[src/include/core_settings.svh]
`ifndef CORE_SETTINGS_SVH
`define CORE_SETTINGS_SVH

// Word and register file geometry
`define coreDataWidth 32
`define coreRegCount 16
`define coreRegIndexWidth 4

// Registers with a fixed role
`define coreStackReg 0 // Stack pointer, grows upward
`define coreFlagsReg 1 // Compare flags

// Cycles from request edge to sampling edge
`define coreMemLatency 2

`define coreInstrBytes 4 // One instruction word

`endif

[src/hdl/corePkg.sv]
`include "core_settings.svh"

package corePkg;

  typedef logic [`coreDataWidth-1:0] wordT;
  typedef logic [`coreRegIndexWidth-1:0] regIndexT;

  // Byte 0 of the first instruction word
  typedef enum logic [7:0] {
    Stall = 8'd0, // Re-fetches itself
    MovRC = 8'd1,
    MovRR, MovRdC, MovRdRo, MovdCR, MovdRoR,
    AddRRR, AddRRC, SubRRR, SubRRC, IncR, DecR, ShlRRR, ShrRRR, NegRR,
    CmpRR, CmpRC, CmpERRR, CmpLtRRR,
    JmpC, JeC, JneC, JzRC, JnzRC,
    PushR, PopR, CallR, Ret,
    DoutR
  } opcodeT;

  typedef enum logic [2:0] {
    FetchIdle,
    FetchWaitOne,
    FetchCaptureOne,
    FetchWaitTwo,
    FetchCaptureTwo,
    FetchHold
  } fetchStateT;

  typedef enum logic [1:0] {
    MemIdle,
    MemWait,
    MemCapture,
    MemRetire
  } memStateT;

  // Opcodes with a second word holding a constant
  function automatic logic hasConstant(opcodeT op);
    case (op)
      MovRC, MovRdC, MovRdRo, MovdCR, MovdRoR, AddRRC, SubRRC, CmpRC,
      JmpC, JeC, JneC, JzRC, JnzRC: hasConstant = 1'b1;
      default: hasConstant = 1'b0;
    endcase
  endfunction

endpackage

[src/hdl/decodedIf.sv]
`timescale 1ns/1ps
`include "core_settings.svh"

// Decoded instruction, fetch to execute stage
interface decodedIf;
  logic valid;
  logic ready;
  corePkg::opcodeT opcode;
  corePkg::regIndexT regA; // Byte 1 of word one
  corePkg::regIndexT regB; // Byte 2
  corePkg::regIndexT regC; // Byte 3
  corePkg::wordT dataWord; // Second word, zero for short forms
  corePkg::wordT pc;

  modport fetch(output valid, opcode, regA, regB, regC, dataWord, pc, input ready);
  modport execute(input valid, opcode, regA, regB, regC, dataWord, pc, output ready);
endinterface

[src/hdl/execIf.sv]
`timescale 1ns/1ps
`include "core_settings.svh"

// Resolved instruction, execute to memory stage
interface execIf;
  logic valid;
  logic ready;
  // Data access
  logic memRead;
  logic memWrite;
  corePkg::wordT address;
  corePkg::wordT storeData;
  // Main register write
  logic writeEnable;
  corePkg::regIndexT writeIndex;
  corePkg::wordT writeValue;
  logic writeFromLoad; // Take loaded word instead of writeValue
  // Stack pointer update
  logic spWrite;
  corePkg::wordT spValue;
  // Next fetch
  corePkg::wordT nextPc;
  logic pcFromLoad; // Ret, loaded return address plus 4
  logic doutValid;
  corePkg::wordT doutValue;

  modport execute(output valid, memRead, memWrite, address, storeData, writeEnable,
    writeIndex, writeValue, writeFromLoad, spWrite, spValue, nextPc, pcFromLoad,
    doutValid, doutValue, input ready);
  modport memory(input valid, memRead, memWrite, address, storeData, writeEnable,
    writeIndex, writeValue, writeFromLoad, spWrite, spValue, nextPc, pcFromLoad,
    doutValid, doutValue, output ready);
endinterface

[src/hdl/fetchStage.sv]
`timescale 1ns/1ps
`include "core_settings.svh"

module fetchStage (
  input  logic clk,
  input  logic reset,
  input  logic redirectValid,
  input  corePkg::wordT redirectPc,
  output corePkg::wordT instrAddress,
  output logic instrReadReq,
  input  corePkg::wordT instrData,
  decodedIf.fetch decoded
);

  corePkg::fetchStateT state;
  corePkg::wordT pc;
  logic bootPending; // First fetch after reset needs no redirect
  logic startFetch;
  corePkg::wordT startPc;
  corePkg::opcodeT fetchedOp;

  assign startFetch = redirectValid || bootPending;
  assign startPc = redirectValid ? redirectPc : pc;
  assign fetchedOp = corePkg::opcodeT'(instrData[7:0]);
  assign decoded.pc = pc;

  always_ff @(posedge clk) begin
    if (reset) begin
      state <= corePkg::FetchIdle;
      pc <= '0;
      bootPending <= 1'b1;
      instrReadReq <= 1'b0;
      decoded.valid <= 1'b0;
    end else begin
      if (decoded.valid && decoded.ready) decoded.valid <= 1'b0; // Taken by execute
      case (state)
        corePkg::FetchIdle, corePkg::FetchHold: begin
          if (startFetch) begin
            bootPending <= 1'b0;
            pc <= startPc;
            instrAddress <= startPc;
            instrReadReq <= 1'b1; // Single-cycle request
            state <= corePkg::FetchWaitOne;
          end
        end
        corePkg::FetchWaitOne: begin
          instrReadReq <= 1'b0;
          if (!instrReadReq) state <= corePkg::FetchCaptureOne; // Request edge passed
        end
        corePkg::FetchCaptureOne: begin
          decoded.opcode <= fetchedOp;
          decoded.regA <= instrData[8 +: `coreRegIndexWidth]; // Low four bits of each field
          decoded.regB <= instrData[16 +: `coreRegIndexWidth];
          decoded.regC <= instrData[24 +: `coreRegIndexWidth];
          if (corePkg::hasConstant(fetchedOp)) begin
            // Constant follows in the next word
            instrAddress <= pc + `coreInstrBytes;
            instrReadReq <= 1'b1;
            state <= corePkg::FetchWaitTwo;
          end else begin
            decoded.dataWord <= '0;
            decoded.valid <= 1'b1;
            state <= corePkg::FetchHold;
          end
        end
        corePkg::FetchWaitTwo: begin
          instrReadReq <= 1'b0;
          if (!instrReadReq) state <= corePkg::FetchCaptureTwo;
        end
        corePkg::FetchCaptureTwo: begin
          decoded.dataWord <= instrData;
          decoded.valid <= 1'b1;
          state <= corePkg::FetchHold; // Wait here for retire
        end
        default: state <= corePkg::FetchIdle;
      endcase
    end
  end

  // Memory has no back-pressure, so each request is a one-cycle pulse
  assert property (@(posedge clk) disable iff (reset) instrReadReq |=> !instrReadReq);

endmodule

[src/hdl/regFile.sv]
`timescale 1ns/1ps
`include "core_settings.svh"

module regFile (
  input  logic clk,
  input  logic reset,
  input  logic [`coreRegIndexWidth-1:0] readIndexA,
  input  logic [`coreRegIndexWidth-1:0] readIndexB,
  input  logic [`coreRegIndexWidth-1:0] readIndexC,
  output logic [`coreDataWidth-1:0] readValueA,
  output logic [`coreDataWidth-1:0] readValueB,
  output logic [`coreDataWidth-1:0] readValueC,
  output logic [`coreDataWidth-1:0] stackPointer,
  output logic [`coreDataWidth-1:0] flags,
  input  logic writeEnable,
  input  logic [`coreRegIndexWidth-1:0] writeIndex,
  input  logic [`coreDataWidth-1:0] writeValue,
  input  logic stackWrite,
  input  logic [`coreDataWidth-1:0] stackValue
);

  logic [`coreDataWidth-1:0] regs [`coreRegCount];

  // Combinational reads
  assign readValueA = regs[readIndexA];
  assign readValueB = regs[readIndexB];
  assign readValueC = regs[readIndexC];
  assign stackPointer = regs[`coreStackReg];
  assign flags = regs[`coreFlagsReg];

  always_ff @(posedge clk) begin
    if (reset) begin
      for (int i = 0; i < `coreRegCount; i++) regs[i] <= '0;
    end else begin
      if (writeEnable) regs[writeIndex] <= writeValue;
      if (stackWrite) regs[`coreStackReg] <= stackValue; // Last assignment wins
    end
  end

  // Retire never targets the stack pointer from both write ports
  assert property (@(posedge clk) disable iff (reset)
    !(stackWrite && writeEnable && writeIndex == `coreRegIndexWidth'(`coreStackReg)));

endmodule

[src/hdl/executeStage.sv]
`timescale 1ns/1ps
`include "core_settings.svh"

module executeStage (
  input  logic clk,
  input  logic reset,
  decodedIf.execute decoded,
  execIf.execute resolved,
  output corePkg::regIndexT readIndexA,
  output corePkg::regIndexT readIndexB,
  output corePkg::regIndexT readIndexC,
  input  corePkg::wordT readValueA,
  input  corePkg::wordT readValueB,
  input  corePkg::wordT readValueC,
  input  corePkg::wordT stackPointer,
  input  corePkg::wordT flags
);

  logic busy; // Holding an instruction for the memory stage
  corePkg::opcodeT op;
  corePkg::regIndexT regA;
  corePkg::wordT pc;
  corePkg::wordT constWord;
  corePkg::wordT valA;
  corePkg::wordT valB;
  corePkg::wordT valC;
  corePkg::wordT sp;
  corePkg::wordT flagWord;
  corePkg::wordT aluResult;
  corePkg::wordT cmpRight;
  corePkg::wordT fallThrough;
  logic [2:0] cmpFlags; // Greater, less, equal
  logic taken;

  // Register fields go straight to the read ports
  assign readIndexA = decoded.regA;
  assign readIndexB = decoded.regB;
  assign readIndexC = decoded.regC;
  assign decoded.ready = !busy;
  assign resolved.valid = busy;

  always_ff @(posedge clk) begin
    if (reset) busy <= 1'b0;
    else if (decoded.valid && decoded.ready) busy <= 1'b1;
    else if (resolved.valid && resolved.ready) busy <= 1'b0;
  end

  always_ff @(posedge clk) begin
    if (decoded.valid && decoded.ready) begin
      op <= decoded.opcode;
      regA <= decoded.regA;
      pc <= decoded.pc;
      constWord <= decoded.dataWord;
      valA <= readValueA; // Operands sampled with the instruction
      valB <= readValueB;
      valC <= readValueC;
      sp <= stackPointer;
      flagWord <= flags;
    end
  end

  assign cmpRight = (op == corePkg::CmpRC) ? constWord : valB;
  assign cmpFlags = {valA > cmpRight, valA < cmpRight, valA == cmpRight}; // Unsigned
  assign fallThrough = pc + (corePkg::hasConstant(op) ? 2 * `coreInstrBytes : `coreInstrBytes);

  always_comb begin
    case (op)
      corePkg::MovRC: aluResult = constWord;
      corePkg::MovRR: aluResult = valB;
      corePkg::AddRRR: aluResult = valB + valC;
      corePkg::AddRRC: aluResult = valB + constWord;
      corePkg::SubRRR: aluResult = valB - valC;
      corePkg::SubRRC: aluResult = valB - constWord;
      corePkg::IncR: aluResult = valA + 1;
      corePkg::DecR: aluResult = valA - 1;
      corePkg::ShlRRR: aluResult = valB << valC;
      corePkg::ShrRRR: aluResult = valB >> valC;
      corePkg::NegRR: aluResult = -valB;
      corePkg::CmpERRR: aluResult = corePkg::wordT'(valB == valC);
      corePkg::CmpLtRRR: aluResult = corePkg::wordT'(valB < valC);
      corePkg::CmpRR, corePkg::CmpRC: aluResult = corePkg::wordT'(cmpFlags);
      default: aluResult = '0;
    endcase
  end

  assign resolved.writeValue = aluResult;
  assign resolved.doutValue = valA;

  always_comb begin
    resolved.memRead = 1'b0;
    resolved.memWrite = 1'b0;
    resolved.address = constWord; // Absolute address by default
    resolved.storeData = valB;
    resolved.writeEnable = 1'b0;
    resolved.writeIndex = regA;
    resolved.writeFromLoad = 1'b0;
    resolved.spWrite = 1'b0;
    resolved.spValue = sp + `coreInstrBytes; // Push direction
    resolved.pcFromLoad = 1'b0;
    resolved.doutValid = 1'b0;
    taken = 1'b0;
    case (op)
      corePkg::MovRC, corePkg::MovRR, corePkg::AddRRR, corePkg::AddRRC, corePkg::SubRRR,
      corePkg::SubRRC, corePkg::IncR, corePkg::DecR, corePkg::ShlRRR, corePkg::ShrRRR,
      corePkg::NegRR, corePkg::CmpERRR, corePkg::CmpLtRRR: resolved.writeEnable = 1'b1;
      corePkg::CmpRR, corePkg::CmpRC: begin
        resolved.writeEnable = 1'b1;
        resolved.writeIndex = corePkg::regIndexT'(`coreFlagsReg);
      end
      corePkg::MovRdC, corePkg::MovRdRo: begin
        resolved.memRead = 1'b1;
        if (op == corePkg::MovRdRo) resolved.address = constWord + valB; // Base in B
        resolved.writeEnable = 1'b1;
        resolved.writeFromLoad = 1'b1;
      end
      corePkg::MovdCR: resolved.memWrite = 1'b1;
      corePkg::MovdRoR: begin
        resolved.memWrite = 1'b1;
        resolved.address = constWord + valA; // Base in A, data in B
      end
      corePkg::JmpC: taken = 1'b1;
      corePkg::JeC: taken = flagWord[0];
      corePkg::JneC: taken = !flagWord[0];
      corePkg::JzRC: taken = (valC == '0); // Tested register sits in field C
      corePkg::JnzRC: taken = (valC != '0);
      corePkg::PushR, corePkg::CallR: begin
        resolved.memWrite = 1'b1;
        resolved.address = sp; // Stack pointer marks the free slot
        resolved.storeData = (op == corePkg::CallR) ? pc : valA;
        resolved.spWrite = 1'b1;
      end
      corePkg::PopR, corePkg::Ret: begin
        resolved.memRead = 1'b1;
        resolved.address = sp - `coreInstrBytes;
        resolved.spWrite = 1'b1;
        resolved.spValue = sp - `coreInstrBytes;
        resolved.writeEnable = (op == corePkg::PopR);
        resolved.writeFromLoad = (op == corePkg::PopR);
        resolved.pcFromLoad = (op == corePkg::Ret);
      end
      corePkg::DoutR: resolved.doutValid = 1'b1;
      default: ; // Stall and unknown opcodes
    endcase
    if (taken) resolved.nextPc = constWord;
    else if (op == corePkg::CallR) resolved.nextPc = valA;
    else if (op == corePkg::Stall) resolved.nextPc = pc; // Spin on itself
    else resolved.nextPc = fallThrough;
  end

endmodule

[src/hdl/memoryStage.sv]
`timescale 1ns/1ps
`include "core_settings.svh"

module memoryStage (
  input  logic clk,
  input  logic reset,
  execIf.memory resolved,
  output corePkg::wordT ramAddress,
  output corePkg::wordT ramOut,
  output logic readReq,
  output logic writeReq,
  input  corePkg::wordT ramIn,
  output logic writeEnable,
  output corePkg::regIndexT writeIndex,
  output corePkg::wordT writeValue,
  output logic stackWrite,
  output corePkg::wordT stackValue,
  output logic redirectValid,
  output corePkg::wordT redirectPc,
  output corePkg::wordT debugOut,
  output logic debugValid
);

  corePkg::memStateT state;
  logic retire;
  logic isLoad;
  logic wbEnable;
  logic wbFromLoad;
  corePkg::regIndexT wbIndex;
  corePkg::wordT wbValue;
  logic spWriteHeld;
  corePkg::wordT spValueHeld;
  corePkg::wordT nextPcHeld;
  logic pcFromLoadHeld;
  logic doutValidHeld;
  corePkg::wordT doutValueHeld;
  corePkg::wordT loadData;

  assign resolved.ready = (state == corePkg::MemIdle);
  assign retire = (state == corePkg::MemRetire);

  always_ff @(posedge clk) begin
    if (reset) begin
      state <= corePkg::MemIdle;
      readReq <= 1'b0;
      writeReq <= 1'b0;
    end else begin
      case (state)
        corePkg::MemIdle: begin
          if (resolved.valid) begin
            readReq <= resolved.memRead;
            writeReq <= resolved.memWrite;
            state <= (resolved.memRead || resolved.memWrite) ? corePkg::MemWait
                                                             : corePkg::MemRetire;
          end
        end
        corePkg::MemWait: begin
          readReq <= 1'b0;
          writeReq <= 1'b0;
          // Leave once the request edge is behind us
          if (!readReq && !writeReq) state <= isLoad ? corePkg::MemCapture : corePkg::MemRetire;
        end
        corePkg::MemCapture: state <= corePkg::MemRetire; // Second edge after request
        default: state <= corePkg::MemIdle; // Retire lasts one cycle
      endcase
    end
  end

  // Payload held from accept to retire
  always_ff @(posedge clk) begin
    if (resolved.valid && resolved.ready) begin
      ramAddress <= resolved.address;
      ramOut <= resolved.storeData;
      isLoad <= resolved.memRead;
      wbEnable <= resolved.writeEnable;
      wbIndex <= resolved.writeIndex;
      wbValue <= resolved.writeValue;
      wbFromLoad <= resolved.writeFromLoad;
      spWriteHeld <= resolved.spWrite;
      spValueHeld <= resolved.spValue;
      nextPcHeld <= resolved.nextPc;
      pcFromLoadHeld <= resolved.pcFromLoad;
      doutValidHeld <= resolved.doutValid;
      doutValueHeld <= resolved.doutValue;
    end
    if (state == corePkg::MemCapture) loadData <= ramIn;
  end

  // Everything below is visible only during the retire cycle
  assign writeEnable = retire && wbEnable;
  assign writeIndex = wbIndex;
  assign writeValue = wbFromLoad ? loadData : wbValue;
  assign stackWrite = retire && spWriteHeld;
  assign stackValue = spValueHeld;
  assign redirectValid = retire; // Starts the next fetch
  assign redirectPc = pcFromLoadHeld ? loadData + `coreInstrBytes : nextPcHeld; // Ret skips CallR
  assign debugValid = retire && doutValidHeld;
  assign debugOut = doutValueHeld;

  // Execute never resolves an instruction as both load and store
  assert property (@(posedge clk) disable iff (reset) !(readReq && writeReq));

endmodule

[src/hdl/phaethonCore.sv]
`timescale 1ns/1ps
`include "core_settings.svh"

module phaethonCore (
  input  logic clk,
  input  logic reset,
  output corePkg::wordT instrAddress,
  output logic instrReadReq,
  input  corePkg::wordT instrData,
  output corePkg::wordT ramAddress,
  output corePkg::wordT ramOut,
  output logic readReq,
  output logic writeReq,
  input  corePkg::wordT ramIn,
  output corePkg::wordT debugOut,
  output logic debugValid
);

  decodedIf decodedBus();
  execIf execBus();

  // Retire back to fetch
  logic redirectValid;
  corePkg::wordT redirectPc;

  // Register file reads by execute
  corePkg::regIndexT readIndexA;
  corePkg::regIndexT readIndexB;
  corePkg::regIndexT readIndexC;
  corePkg::wordT readValueA;
  corePkg::wordT readValueB;
  corePkg::wordT readValueC;
  corePkg::wordT stackPointer;
  corePkg::wordT flags;

  // Register file writes by memory stage
  logic writeEnable;
  corePkg::regIndexT writeIndex;
  corePkg::wordT writeValue;
  logic stackWrite;
  corePkg::wordT stackValue;

  fetchStage fetch (
    .clk(clk), .reset(reset),
    .redirectValid(redirectValid), .redirectPc(redirectPc),
    .instrAddress(instrAddress), .instrReadReq(instrReadReq), .instrData(instrData),
    .decoded(decodedBus.fetch)
  );

  executeStage execute (
    .clk(clk), .reset(reset),
    .decoded(decodedBus.execute), .resolved(execBus.execute),
    .readIndexA(readIndexA), .readIndexB(readIndexB), .readIndexC(readIndexC),
    .readValueA(readValueA), .readValueB(readValueB), .readValueC(readValueC),
    .stackPointer(stackPointer), .flags(flags)
  );

  memoryStage memory (
    .clk(clk), .reset(reset),
    .resolved(execBus.memory),
    .ramAddress(ramAddress), .ramOut(ramOut), .readReq(readReq), .writeReq(writeReq),
    .ramIn(ramIn),
    .writeEnable(writeEnable), .writeIndex(writeIndex), .writeValue(writeValue),
    .stackWrite(stackWrite), .stackValue(stackValue),
    .redirectValid(redirectValid), .redirectPc(redirectPc),
    .debugOut(debugOut), .debugValid(debugValid)
  );

  regFile registers (
    .clk(clk), .reset(reset),
    .readIndexA(readIndexA), .readIndexB(readIndexB), .readIndexC(readIndexC),
    .readValueA(readValueA), .readValueB(readValueB), .readValueC(readValueC),
    .stackPointer(stackPointer), .flags(flags),
    .writeEnable(writeEnable), .writeIndex(writeIndex), .writeValue(writeValue),
    .stackWrite(stackWrite), .stackValue(stackValue)
  );

endmodule

[config.mk]
export PLATFORM = sky130hd
export DESIGN_NAME = phaethonCore
export DESIGN_NICKNAME = d
export VERILOG_FILES = /design/src/hdl/corePkg.sv /design/src/hdl/decodedIf.sv /design/src/hdl/execIf.sv /design/src/hdl/fetchStage.sv /design/src/hdl/regFile.sv /design/src/hdl/executeStage.sv /design/src/hdl/memoryStage.sv /design/src/hdl/phaethonCore.sv
export VERILOG_INCLUDE_DIRS = /design/src /design/src/include
export SDC_FILE = /design/constraint.sdc
export NUM_CORES = 2
export LEC_CHECK = 0
export BUFFER_PORTS_ARGS = -buffer_cell sky130_fd_sc_hd__buf_2
export CAP_MARGIN = 20
export CELL_PAD_IN_SITES_DETAIL_PLACEMENT = 1
export CELL_PAD_IN_SITES_GLOBAL_PLACEMENT = 2
export CORE_ASPECT_RATIO = 0.75
export CORE_UTILIZATION = 44
export CTS_CLUSTER_DIAMETER = 150
export DETAILED_ROUTE_END_ITERATION = 12
export GPL_ROUTABILITY_DRIVEN = 0
export HOLD_SLACK_MARGIN = 0.08
export MAX_ROUTING_LAYER = met4
export PLACE_DENSITY_LB_ADDON = 0.1
export SLEW_MARGIN = 30
export SYNTH_ARGS = -nofsm -noshare
export SYNTH_HDL_FRONTEND = slang
export SYNTH_SLANG_ARGS = --single-unit
export TNS_END_PERCENT = 100
[constraint.sdc]
create_clock -name clk -period 6.4 [get_ports clk]
set_clock_uncertainty 0.2 [all_clocks]
set_input_delay 1.28 -clock clk [delete_from_list [all_inputs] [get_ports clk]]
set_output_delay 1.28 -clock clk [all_outputs]
set_load 0.005 [all_outputs]
==> reports/results.tsv <==
stage	metric	value	unit
status	status	finished clean	
logic_synthesis	synth_top_cell_area_share	45.0	%
clock_tree	post_cts_buffers	0	
power_and_ir_drop	ir_worst_vdd	0.000250	V
sta	setup_viol	0	
clock_tree	numCtsBuffers	114	
grt	grt_pass1_vias	55600	
power_and_ir_drop	clockPowerShare	27.7	%
sta	max_freq	173	MHz
worst_setup_path	critPathRequiredTime	6.70	ns
hold_path	min-delay-start	fetch.decoded.dataWord[29]	
detailed_routing	wl_per_cell	39.7	um
logic_synthesis	synth_flop_cell	edfxtp_1	
clock_tree	cts_hold_buf	0	
logic_synthesis	ys_types	87	
detailed_routing	ant_nets	0	
power_and_ir_drop	powerDensity	323	nW/um2
grt	top_usage_layer	met1	
grt	use_met3	13.7	%
detailed_routing	drt_wl_total	331	mm
worst_setup_path	crit_fanout	16	
clock_tree	clk_latency	0.79	ns
clock_tree	cts_tree	done	
logic_synthesis	syn_area_per_cell	11.6	um2
flow_run	cap_viol_max_count	0	
hold_path	min_path_cells	0	
grt	antenna_found_initial	38	
placement	place.port_buffers	197	
worst_setup_path	start_kind	register	
worst_setup_path	crit_type	register to register	
worst_setup_path	reg2reg_depth	19	
floorplan	die-width	460	um
final_layout	multi_input_area	35400	um2
sta	slew_headroom	14.6	%
final_layout	finalInstanceArea	77400	um2
final_layout	fillCellCount	16200	
power_and_ir_drop	p_switching	9.66	mW
sta	period_share	90.2	%
detailed_routing	drt_first_pass_iters	8	
hold_path	hold_class	register to register	
logic_synthesis	synthCells	5933	
sta	fin_setup_tns	0	ns
clock_tree	root_buffer	clkbuf_16	
logic_synthesis	synth-edff-count	1035	
logic_synthesis	syn_area	69100	um2
floorplan	dieArea	159000	um2
grt	use_met1	60.2	%
detailed_routing	post-route-drc-count	0	
hold_path	min_to	execute.constWord[29]	
final_layout	final_layout_size_suffix_gt1_share	21.2	%
logic_synthesis	synth_nets	6204	
power_and_ir_drop	intPower	15.4	mW
power_and_ir_drop	power	25.0	mW
logic_synthesis	async_flop_share	0	%
floorplan	initial_core_util	44.5	%
sta	hold_viol	0	
clock_tree	postCtsResizedCells	0	
grt	grt_use_met2	54.5	%
clock_tree	clk_pin_slew	0.07	ns
worst_setup_path	cp.arrival	6.08	ns
grt	grt_max_degree	137	
power_and_ir_drop	sw_frac_of_total	38.6	%
power_and_ir_drop	seqPwrFrac	39.7	%
grt	track_usage	42.3	%
grt	grt_pass1_wl	452	mm
floorplan	rows	125	
logic_synthesis	ys_top_cells_by_area	edfxtp_1, mux4_2, nor2_1	
power_and_ir_drop	pwr-share-comb	32.6	%
placement	placed_area	73400	um2
sta	rsz0062_at_grt	false	
worst_setup_path	ff2ff_setup_slack	0.63	ns
detailed_routing	vias_per_cell	7.07	
worst_setup_path	reg2reg_to	memory.wbValue[30]	
detailed_routing	vias	58800	
clock_tree	cts_buffer_depth	3	
final_layout	regArea	32000	um2
grt	overflow	0	
logic_synthesis	yosys.area.top_type	edfxtp_1	
worst_setup_path	cp-end-kind	register	
clock_tree	cts_sinks	1079	
logic_synthesis	ys_seq_area_share	46.3	%
power_and_ir_drop	power_leakage	28.3	nW
final_layout	area_growth	12.0	%
sta	worstMarginPinSlew	1.26	ns
floorplan	die_h	345	um
floorplan	coreArea	155000	um2
sta	slew_viol_final	0	
logic_synthesis	ys_ff_latch	1079	
final_layout	num-nets-final	6348	
placement	hpwl	234	mm
logic_synthesis	yosysWarnings	0	
detailed_routing	first_iter_violations	9877	
floorplan	top_level_ports	198	
worst_setup_path	worstReg2RegStart	execute.op[4]	
clock_tree	htree_num_levels	3	
sta	fin_crit	5.77	ns
-- sequential cells by signal (all words and copies together), names as in the netlist, 8 cells and up, named ones only --
signal / flops
execute.sp: 32
fetch.decoded.opcode: 8
fetch.decoded.dataWord: 32
execute.valC: 32
execute.valB: 32
memory.ramOut: 32
execute.resolved.doutValue: 32
memory.wbValue: 32
memory.nextPcHeld: 32
memory.stackValue: 32
execute.pc: 32
execute.op: 8
execute.constWord: 32
memory.debugOut: 32
registers.regs: 512
fetch.decoded.pc: 32
memory.ramAddress: 32
memory.loadData: 32
fetch.instrAddress: 32
-- stage by stage --
stage,setup slack (ns),instances,util [%],hold slack (ns)
finish,0.628,8320,49.8,0.218
global route,0.475,8291,49.8,0.223
CTS,0.839,8263,49.7,0.224
detailed placement,0.821,8053,47.3,0.210
global placement,0.851,8049,47.2,0.202
floorplan,0.886,5933,-,0.200
-- final cells by class --
cell class                      instances  area share, %
Antenna cell                           54          0.175
Multi-Input combinational cell       4317           45.7
Timing Repair Buffer                  459           4.07
Clock inverter                         78          0.991
Sequential cell                      1079           41.3
Inverter                              106          0.533
Tap cell                             2095           3.39
Clock buffer                          132           3.87
-- synth_stat cells, drive strengths merged (80+ instances only) --
| master | count |
|---|---|
| edfxtp | 1035 |
| nor2 | 877 |
| mux4 | 529 |
| nand2 | 464 |
| o21ai | 356 |
| clkbuf | 351 |
| a21oi | 318 |
| ha | 199 |
| mux2i | 185 |
| xnor2 | 159 |
| xor2 | 114 |
| nand3 | 109 |
| inv | 105 |
| a21o | 98 |
| nor3 | 88 |
| buf | 80 |
-- cell families after synthesis --
kind of cell | count (synthesis) | synth area share (%)
AOI/OAI and AO/OA | 1191 | 10.7
xor gates and xnor gates | 273 | 3.46
muxes | 761 | 20.7
adders and majority gates | 205 | 3.78
DFF | 1079 | 46.3
and+or+nand+nor | 1887 | 12.1
buffers and inverters | 537 | 2.97
-- power groups by stage --
stage	clock network [mW]	registers, mW	logic, mW
after detailed placement	0	9.98	7.75
after floorplan	0	9.44	4.68
after global routing	7.20	9.93	8.40
after global placement	0	9.95	7.65
after CTS	6.97	9.84	7.79
final	6.93	9.93	8.16
-- critical path, cell delays in order (launching register included) --
cell and delay, ns:
edfxtp_1 0.36, buf_4 0.20, or4_1 0.61, nor2_1 0.14
buf_4 0.22, nand2_2 0.25, mux2_2 0.30, ha_1 0.17
inv_1 0.07, fa_1 0.43, a21oi_1 0.26, o31ai_1 0.18
o2111a_1 0.30, o41ai_1 0.68, o311a_1 0.32, o31a_1 0.26
o31ai_1 0.12, xor2_1 0.15, a22oi_1 0.16, o2111ai_1 0.12
-- worst max path at each step --
stage                       start            endpoint  slack [ns]  depth (start not counted)
CTS                 execute.op[4]  memory.wbValue[30]        0.84                         19
global placement    execute.op[4]  memory.wbValue[30]        0.85                         19
detailed placement  execute.op[4]  memory.wbValue[30]        0.82                         19
finish              execute.op[4]  memory.wbValue[30]        0.63                         19
global route        execute.op[4]  memory.wbValue[29]        0.48                         17
floorplan           execute.op[4]  memory.wbValue[19]        0.89                         15
-- placed cells by master (no fill, tap or decap), types with 27 or more instances in the layout --
cell	count
o21a_1	29
o21bai_1	27
dfxtp_1	44
a21o_1	98
nor2_1	868
and3_1	47
nand3_1	104
buf_4	245
mux2_2	47
or3_1	31
a221oi_1	40
and2_1	45
nor4_1	28
nor3_1	79
mux4_2	527
clkbuf_16	117
inv_1	102
nand4_1	45
o211ai_1	30
edfxtp_1	1035
nor2b_1	31
mux2i_1	181
nand2_1	448
buf_2	197
a31oi_1	37
diode_2	54
o21ai_0	353
ha_1	197
xor2_1	113
nand2b_1	33
xnor2_1	159
a211oi_1	67
a21oi_1	318
-- metal layers --
metal,up-vias,share of wire [%]
met4,0,5.0
met5,-,0
met1,30300,41
met3,824,15
met2,4564,40
li1,23200,-
(Power assumes the default switching activity.)
